--- config.mk ---
export PLATFORM = sky130hd
export DESIGN_NAME = bmap_top
export DESIGN_NICKNAME = d
export VERILOG_FILES = /design/src/bmap_pkg.sv /design/src/bmap_apb_slave.sv /design/src/bmap_ram_1r1w.sv /design/src/bmap_req_arb.sv /design/src/bmap_rmw_core.sv /design/src/bmap_top.sv
export VERILOG_INCLUDE_DIRS = /design/src
export SDC_FILE = /design/constraint.sdc
export NUM_CORES = 2
export LEC_CHECK = 0
export ABC_CLOCK_PERIOD_IN_PS = 11600
export BUFFER_PORTS_ARGS = -buffer_cell sky130_fd_sc_hd__buf_2
export CAP_MARGIN = 25
export CORE_MARGIN = 3
export CORE_UTILIZATION = 25
export CTS_BUF_LIST = sky130_fd_sc_hd__clkbuf_4
export CTS_CLUSTER_DIAMETER = 40
export DETAILED_ROUTE_END_ITERATION = 7
export GPL_ROUTABILITY_DRIVEN = 0
export PLACE_DENSITY_LB_ADDON = 0.08
export SLEW_MARGIN = 15
export SYNTH_ARGS = -nofsm -noshare
export SYNTH_HDL_FRONTEND = slang
export SYNTH_SLANG_ARGS = --single-unit
--- constraint.sdc ---
create_clock -name clk_i -period 11.6 [get_ports clk_i]
set_input_delay 1.16 -clock clk_i [delete_from_list [all_inputs] [get_ports clk_i]]
set_output_delay 1.16 -clock clk_i [all_outputs]
set_load 0.02 [all_outputs]
--- src/bmap_params.svh ---
////////////////////////////////////////////////////////////
// Size macros for the event bitmap memory: word width,
// depth, word address width and APB byte address width
////////////////////////////////////////////////////////////

`ifndef BMAP_PARAMS_SVH
`define BMAP_PARAMS_SVH

// Bits held in one memory word
`define BMAP_DATA_WIDTH 32

// Number of words in the bitmap
`define BMAP_DEPTH 64

// Word address bits, log2 of the depth
`define BMAP_ADDR_WIDTH 6

// APB byte address bits; the word offset drops the two low bits
`define BMAP_PADDR_WIDTH 9

`endif

--- src/bmap_pkg.sv ---
////////////////////////////////////////////////////////////
// Shared types of the bitmap memory: word, mask, address,
// bit index and the memory request struct
////////////////////////////////////////////////////////////

`include "bmap_params.svh"

package bmap_pkg;

  // Bits needed to select one bit inside a word
  localparam int unsigned bit_pos_width = $clog2(`BMAP_DATA_WIDTH);

  // One memory word
  typedef logic [`BMAP_DATA_WIDTH-1:0] word_t;

  // Write mask, a one replaces the bit at that position
  typedef logic [`BMAP_DATA_WIDTH-1:0] mask_t;

  // Word address into the memory
  typedef logic [`BMAP_ADDR_WIDTH-1:0] addr_t;

  // Index of one bit in the whole bitmap
  // Upper bits select the word, lower bits the position within it
  typedef logic [`BMAP_ADDR_WIDTH+bit_pos_width-1:0] bit_idx_t;

  // One memory operation as it moves down the pipeline
  typedef struct packed {
    logic  valid;
    logic  write;
    addr_t addr;
    word_t data;
    mask_t mask;
  } mem_req_t;

endpackage

--- src/bmap_apb_slave.sv ---
////////////////////////////////////////////////////////////
// APB3 completer for the bitmap memory: address decode,
// mask register, request issue and read completion
////////////////////////////////////////////////////////////

`include "bmap_params.svh"

module bmap_apb_slave (
  input  logic                         clk_i,
  input  logic                         reset_i,
  input  logic                         psel_i,
  input  logic                         penable_i,
  input  logic                         pwrite_i,
  input  logic [`BMAP_PADDR_WIDTH-1:0] paddr_i,
  input  bmap_pkg::word_t              pwdata_i,
  input  bmap_pkg::word_t              rdata_i,
  output bmap_pkg::word_t              prdata_o,
  output logic                         pready_o,
  output logic                         pslverr_o,
  output bmap_pkg::mem_req_t           apb_req_o
);

  import bmap_pkg::*;

  // Memory reads wait two cycles for the arbiter and the core
  typedef enum logic [1:0] {
    s_idle,
    s_wait1,
    s_wait2
  } apb_state_t;

  localparam int unsigned off_width = `BMAP_PADDR_WIDTH - 2;

  apb_state_t             state_r;
  apb_state_t             state_nxt;
  mask_t                  mask_r;
  logic [off_width-1:0]   word_off;
  logic                   access;
  logic                   first_cyc;
  logic                   is_mem;
  logic                   is_mask;
  logic                   is_unmapped;
  logic                   mem_rd;

  // Byte address to word offset
  assign word_off = paddr_i[`BMAP_PADDR_WIDTH-1:2];

  assign is_mem      = word_off < off_width'(`BMAP_DEPTH);
  assign is_mask     = word_off == off_width'(`BMAP_DEPTH);
  assign is_unmapped = ~is_mem & ~is_mask;

  // Access phase of a transfer, and its first cycle
  assign access    = psel_i & penable_i;
  assign first_cyc = access & (state_r == s_idle);
  assign mem_rd    = is_mem & ~pwrite_i;

  // Read FSM, only memory-window reads leave idle
  always_comb begin
    state_nxt = state_r;
    case (state_r)
      s_idle:  if (first_cyc && mem_rd) state_nxt = s_wait1;
      s_wait1: state_nxt = s_wait2;
      s_wait2: state_nxt = s_idle;
      default: state_nxt = s_idle;
    endcase
  end

  always_ff @(posedge clk_i) begin
    if (!reset_i) begin
      state_r <= s_idle;
      mask_r  <= '0;
    end else begin
      state_r <= state_nxt;
      // The mask register takes writes in the first access cycle
      if (first_cyc && is_mask && pwrite_i) begin
        mask_r <= pwdata_i;
      end
    end
  end

  // One request per memory-window access, carrying the current mask
  always_comb begin
    apb_req_o.valid = first_cyc & is_mem;
    apb_req_o.write = pwrite_i;
    apb_req_o.addr  = word_off[`BMAP_ADDR_WIDTH-1:0];
    apb_req_o.data  = pwdata_i;
    apb_req_o.mask  = mask_r;
  end

  // Everything but a memory read completes at once
  assign pready_o  = access & (mem_rd ? (state_r == s_wait2) : (state_r == s_idle));
  assign pslverr_o = access & is_unmapped;

  // Core data arrives in the third access cycle and goes straight out
  always_comb begin
    prdata_o = '0;
    if (access && !pwrite_i) begin
      if (is_mask) begin
        prdata_o = mask_r;
      end else if (is_mem && state_r == s_wait2) begin
        prdata_o = rdata_i;
      end
    end
  end

endmodule

--- src/bmap_ram_1r1w.sv ---
////////////////////////////////////////////////////////////
// Synchronous RAM, one read port and one write port,
// whole-word writes and a registered read
////////////////////////////////////////////////////////////

`include "bmap_params.svh"

module bmap_ram_1r1w (
  input  logic             clk_i,
  input  logic             w_v_i,
  input  bmap_pkg::addr_t  w_addr_i,
  input  bmap_pkg::word_t  w_data_i,
  input  logic             r_v_i,
  input  bmap_pkg::addr_t  r_addr_i,
  output bmap_pkg::word_t  r_data_o
);

  import bmap_pkg::*;

  word_t mem_r [`BMAP_DEPTH];
  word_t r_data_r;

  always_ff @(posedge clk_i) begin
    if (w_v_i) begin
      mem_r[w_addr_i] <= w_data_i;
    end
    // Read data holds until the next enabled read
    if (r_v_i) begin
      r_data_r <= mem_r[r_addr_i];
    end
  end

  assign r_data_o = r_data_r;

endmodule

--- src/bmap_req_arb.sv ---
////////////////////////////////////////////////////////////
// Request stage: event decode and APB-first arbitration
// into one registered memory request per cycle
////////////////////////////////////////////////////////////

`include "bmap_params.svh"

module bmap_req_arb (
  input  logic                 clk_i,
  input  logic                 reset_i,
  input  bmap_pkg::mem_req_t   apb_req_i,
  input  logic                 evt_valid_i,
  input  bmap_pkg::bit_idx_t   evt_idx_i,
  input  logic                 evt_set_i,
  output logic                 evt_ready_o,
  output bmap_pkg::mem_req_t   core_req_o
);

  import bmap_pkg::*;

  mem_req_t evt_req;
  mem_req_t req_nxt;
  mem_req_t core_req_r;
  logic     evt_fire;

  // Events stall only while APB owns the slot
  assign evt_ready_o = ~apb_req_i.valid;
  assign evt_fire    = evt_valid_i & evt_ready_o;

  // A single-bit update becomes a word write with a one-hot mask
  always_comb begin
    evt_req.valid = evt_fire;
    evt_req.write = 1'b1;
    evt_req.addr  = evt_idx_i[$bits(bit_idx_t)-1:bit_pos_width];
    evt_req.data  = {`BMAP_DATA_WIDTH{evt_set_i}};
    evt_req.mask  = mask_t'(1) << evt_idx_i[bit_pos_width-1:0];
  end

  // APB wins the slot when both want it
  always_comb begin
    if (apb_req_i.valid) begin
      req_nxt = apb_req_i;
    end else begin
      req_nxt = evt_req;
    end
  end

  // Payload bits keep their last value through reset
  always_ff @(posedge clk_i) begin
    if (!reset_i) begin
      core_req_r.valid <= 1'b0;
    end else begin
      core_req_r <= req_nxt;
    end
  end

  assign core_req_o = core_req_r;

endmodule

--- src/bmap_rmw_core.sv ---
////////////////////////////////////////////////////////////
// Masked-write core over a 1R1W RAM: read, merge and write
// pipeline with same-address hazard forwarding
////////////////////////////////////////////////////////////

module bmap_rmw_core (
  input  logic                clk_i,
  input  logic                reset_i,
  input  bmap_pkg::mem_req_t  req_i,
  output bmap_pkg::word_t     rdata_o
);

  import bmap_pkg::*;

  // Request held for the merge cycle
  addr_t addr_r;
  word_t wr_data_r;
  mask_t wr_mask_r;

  // Pending write and forwarding state
  logic  wr_pend_r;
  logic  haz_r;
  word_t buf_r;

  word_t ram_rdata;
  word_t merge_base;
  word_t merge_data;
  logic  addr_match;
  logic  haz;
  logic  ram_rd_en;
  logic  ram_wr_en;

  // The incoming request hits the word that is about to be written
  assign addr_match = wr_pend_r & req_i.valid & (addr_r == req_i.addr);
  assign haz        = addr_match;

  // The RAM copy is stale on a hazard, so the read is skipped
  assign ram_rd_en = req_i.valid & ~haz;

  // A write followed by a write to the same word is not committed
  // Its merged value lives on in the buffer instead
  assign ram_wr_en = wr_pend_r & ~(addr_match & req_i.write);

  // Old word from the buffer after a hazard, else from the RAM
  assign merge_base = haz_r ? buf_r : ram_rdata;
  assign merge_data = (merge_base & ~wr_mask_r) | (wr_data_r & wr_mask_r);

  bmap_ram_1r1w i_ram (
    .clk_i    (clk_i),
    .w_v_i    (ram_wr_en),
    .w_addr_i (addr_r),
    .w_data_i (merge_data),
    .r_v_i    (ram_rd_en),
    .r_addr_i (req_i.addr),
    .r_data_o (ram_rdata)
  );

  always_ff @(posedge clk_i) begin
    if (!reset_i) begin
      wr_pend_r <= 1'b0;
      haz_r     <= 1'b0;
    end else begin
      wr_pend_r <= req_i.valid & req_i.write;
      haz_r     <= haz;
    end
  end

  // Address for every request, data and mask only for writes
  always_ff @(posedge clk_i) begin
    if (req_i.valid) begin
      addr_r <= req_i.addr;
      if (req_i.write) begin
        wr_data_r <= req_i.data;
        wr_mask_r <= req_i.mask;
      end
    end
    // Keep the newest merged word for the next hazard
    if (wr_pend_r) begin
      buf_r <= merge_data;
    end
  end

  // A read right after a same-word write sees the merged word
  assign rdata_o = haz_r ? buf_r : ram_rdata;

endmodule

--- src/bmap_top.sv ---
////////////////////////////////////////////////////////////
// Top level of the bitmap memory: APB front end,
// request arbiter and read-modify-write core
////////////////////////////////////////////////////////////

`include "bmap_params.svh"

module bmap_top (
  input  logic                         clk_i,
  input  logic                         reset_i,
  input  logic                         psel_i,
  input  logic                         penable_i,
  input  logic                         pwrite_i,
  input  logic [`BMAP_PADDR_WIDTH-1:0] paddr_i,
  input  bmap_pkg::word_t              pwdata_i,
  output bmap_pkg::word_t              prdata_o,
  output logic                         pready_o,
  output logic                         pslverr_o,
  input  logic                         evt_valid_i,
  input  bmap_pkg::bit_idx_t           evt_idx_i,
  input  logic                         evt_set_i,
  output logic                         evt_ready_o
);

  import bmap_pkg::*;

  // Front end to arbiter, arbiter to core, core back to front end
  mem_req_t apb_req;
  mem_req_t core_req;
  word_t    rdata;

  bmap_apb_slave i_apb_slave (
    .clk_i     (clk_i),
    .reset_i   (reset_i),
    .psel_i    (psel_i),
    .penable_i (penable_i),
    .pwrite_i  (pwrite_i),
    .paddr_i   (paddr_i),
    .pwdata_i  (pwdata_i),
    .rdata_i   (rdata),
    .prdata_o  (prdata_o),
    .pready_o  (pready_o),
    .pslverr_o (pslverr_o),
    .apb_req_o (apb_req)
  );

  bmap_req_arb i_req_arb (
    .clk_i       (clk_i),
    .reset_i     (reset_i),
    .apb_req_i   (apb_req),
    .evt_valid_i (evt_valid_i),
    .evt_idx_i   (evt_idx_i),
    .evt_set_i   (evt_set_i),
    .evt_ready_o (evt_ready_o),
    .core_req_o  (core_req)
  );

  bmap_rmw_core i_rmw_core (
    .clk_i   (clk_i),
    .reset_i (reset_i),
    .req_i   (core_req),
    .rdata_o (rdata)
  );

endmodule

==> results.cfg <==
[clock_network]
cts_tree = yes
htreeDepth = 6
cts_resized = 0
post_cts_buffers = 0
clockRootBuffer = clkbuf_4
cts_hold_buf = 49
clock_path_buffers = 4
numCtsBuffers = 652
clock-sinks = 2290
clk_latency_ns = 1.48
path_clk_slew_ns = 0.06

[yosys]
syn_area_per_cell_um2 = 21.7
synth_enable_flop_cells = 2253
synth_area_leader_cell = edfxtp_1
async_flop_share_pct = 0
synth_ff_type = edfxtp_1
yosysWarnings = 0
yosysUniqueCellTypes = 50
synthTopCellsByArea = edfxtp_1 78%, mux4_2 13%, mux2_2 1.0%
synth_nets = 4073
synth_most_common_cell = edfxtp_1
netlist_area_um2 = 87300
synth_top_area_share_pct = 77.5
synth_seq_cells = 2290
ys_seq_area_share_pct = 78.4
synthCells = 4014
synthTopCellsByCount = 2253 x edfxtp_1, 491 x mux4_2, 140 x nor2_1, 135 x o22ai_1, 124 x nand2_1

[placed_design]
placed_cells = 8639
placed_area_um2 = 94400
pre_cts_slack_ns = 6.29
dp_hpwl_um = 162000
io_buffers = 91

[setup_path]
cp.required_ns = 12.78
path_class = flip-flop to flip-flop
cp-start-kind = flip-flop
crit_arrival_ns = 6.12
crit_chain = buf_12, buf_4, buf_4, mux4_2, o221ai_1, a21oi_1, a21oi_1, a311oi_1
slowest_delay_ns = 0.82
r2r_slack_ns = 6.66
timing.rr.start = i_req_arb.core_req_o[64]$_DFFE_PP_
cp-end-kind = flip-flop
reg2regPathDepth = 8
crit_fanout = 67
cp_slowest_cell = buf_4
timing.rr.end = i_rmw_core.i_ram.r_data_o[28]$_DFFE_PP_

[status]
status = finished clean

[global_route]
grt_start_max_net_pins = 91
grt_pass1_vias = 48100
grt_usage_pct = 16.3
grt_pass1_wl_um = 403000
antenna_found_initial = 29
grt_overflow = 0

[drt]
drc = 0
finalWirelength_um = 295000
vias = 45200
firstDrtPassIters = 8
postRouteAntennaNets = 0
wire_per_inst_um = 30.1
drt_iter0_drc = 4204
via_per_inst = 4.61

[power_and_ir_drop]
ir_drop_uv = 88.2
power_switching_mw = 4.56
p_int_mw = 13.8
p_total_mw = 18.3
powerDensity_nw_per_um2 = 178
pwr-share-seq_pct = 51.0
power_frac_comb_pct = 8.1
p_leak_nw = 32.4
clockPowerShare_pct = 40.9
power.share.switching_pct = 24.9

[min_path]
min_path_type = primary input to flip-flop
min_from = evt_idx_i[0]
holdPathStages = 3
holdPathEnd = i_req_arb.core_req_o[21]$_DFFE_PP_

[floorplanning]
initial_core_util_pct = 25.2
die_w_um = 597
dieHeight_um = 597
dieArea_um2 = 356000
placement_rows = 216
core-area_um2 = 347000
io_pins = 94

[sta]
worst_slew_pin_slew_ns = 1.14
fin_skew_ns = 0.0960
fmax_mhz = 202
max_slew_margin_pct = 23.5
setup_viol = 0
hold_ws_ns = 0.283
worst_slack_ns = 6.66
min_period_ns = 4.94
hold_violations = 0
finalSetupTns_ns = 0
rsz0062_at_grt = false
post-route-period-util_pct = 42.6
maxSlewViolCount = 0

[cells_and_area]
final_core_util_pct = 29.7
syn_to_final_growth_pct = 18.1
final_area_um2 = 103000
final_nets = 4826
regArea_um2 = 68400
fillers = 34400
multi_input_area_um2 = 18200
drive_gt1_share_pct = 37.8
layout.cells.non_filler = 9811

[flow_run]
maxCapViolations = 0
[sequential cells by signal, summed over array words and instances, names as in the netlist]
register                   cells
i_rmw_core.wr_pend_r           1
i_apb_slave.state_r            2
i_apb_slave.mask_r            32
i_rmw_core.wr_data_r          32
i_req_arb.core_req_o          72
i_rmw_core.i_ram.r_data_o     32
i_rmw_core.wr_mask_r          32
i_rmw_core.addr_r              6
i_rmw_core.i_ram.mem_r      2048
i_rmw_core.buf_r              32
i_rmw_core.haz_r               1
[cell families (layout without fill, tap and decap cells)]
family | count (synthesis) | count (layout) | share of synthesized area [%]
mux | 637 | 637 | 14.5
compound gates | 433 | 433 | 3.48
flops | 2290 | 2290 | 78.4
buf+inv | 238 | 1445 | 1.48
xor+xnor | 7 | 7 | 0.0702
simple gates | 409 | 409 | 2.16
other cells | 0 | 12 | 0
[worst max-delay path by stage]
| stage | cells past startpoint | slack, ns | from | to |
|---|---|---|---|---|
| 2_1_floorplan | 6 | 7.75 | i_req_arb.core_req_o[64]$_DFFE_PP_ | i_rmw_core.i_ram.r_data_o[0]$_DFFE_PP_ |
| 3_3_place_gp | 8 | 6.25 | i_req_arb.core_req_o[64]$_DFFE_PP_ | i_rmw_core.i_ram.r_data_o[11]$_DFFE_PP_ |
| 3_5_place_dp | 8 | 6.29 | i_req_arb.core_req_o[64]$_DFFE_PP_ | i_rmw_core.i_ram.r_data_o[11]$_DFFE_PP_ |
| 4_1_cts | 8 | 6.26 | i_req_arb.core_req_o[64]$_DFFE_PP_ | i_rmw_core.i_ram.r_data_o[11]$_DFFE_PP_ |
| 5_1_grt | 8 | 6.18 | i_req_arb.core_req_o[64]$_DFFE_PP_ | i_rmw_core.i_ram.r_data_o[28]$_DFFE_PP_ |
| 6_report | 8 | 6.66 | i_req_arb.core_req_o[64]$_DFFE_PP_ | i_rmw_core.i_ram.r_data_o[28]$_DFFE_PP_ |
[layout by cell type (no fill, tap or decap), drive strengths merged, types with 24 or more instances in the layout]
master / instances
nor2b: 24
o221ai: 42
edfxtp: 2253
dlygate4sd3: 49
o22ai: 135
nand2: 124
clkbuf: 959
mux2: 78
mux4: 491
nor3: 29
inv: 25
a22oi: 46
nor4: 30
nor2: 140
clkinv: 109
mux2i: 68
a21oi: 65
buf: 284
a21o: 33
dfxtp: 37
[routing by layer]
layer	global-route usage (%)	share of wire (%)	vias to the layer above
met3	3.17	5.5	432
met1	22.3	45	24400
met5	0	0.027	-
met2	26.6	48	1494
met4	3.93	1.8	10
li1	-	-	18900
[power groups by stage]
stage | clock [mW] | combinational (mW) | sequential, mW
after floorplan | 0 | 0.795 | 9.49
after global placement | 0 | 1.51 | 9.52
after detailed placement | 0 | 1.52 | 9.52
after CTS | 7.83 | 1.54 | 9.34
after global routing | 8.28 | 1.59 | 9.34
final | 7.49 | 1.49 | 9.34
[area by class of cell]
type | instances | area share, %
diodes | 12 | 0.0291
clock buffers | 959 | 6.99
clock inverters | 149 | 0.909
inverters | 4 | 0.0146
multi-input cells | 1486 | 17.7
flip-flops and latches | 2290 | 66.4
well taps | 4578 | 5.56
repair buffers | 333 | 2.46
[critical path: cells and delay by family, from the launching register on]
| family | cells | cell delay (ns) |
|---|---|---|
| buf+inv | 3 | 2.02 |
| mux | 1 | 0.60 |
| compound gates | 4 | 1.32 |
| flops | 1 | 0.61 |
Note: power is estimated with default switching activity, not from simulation.
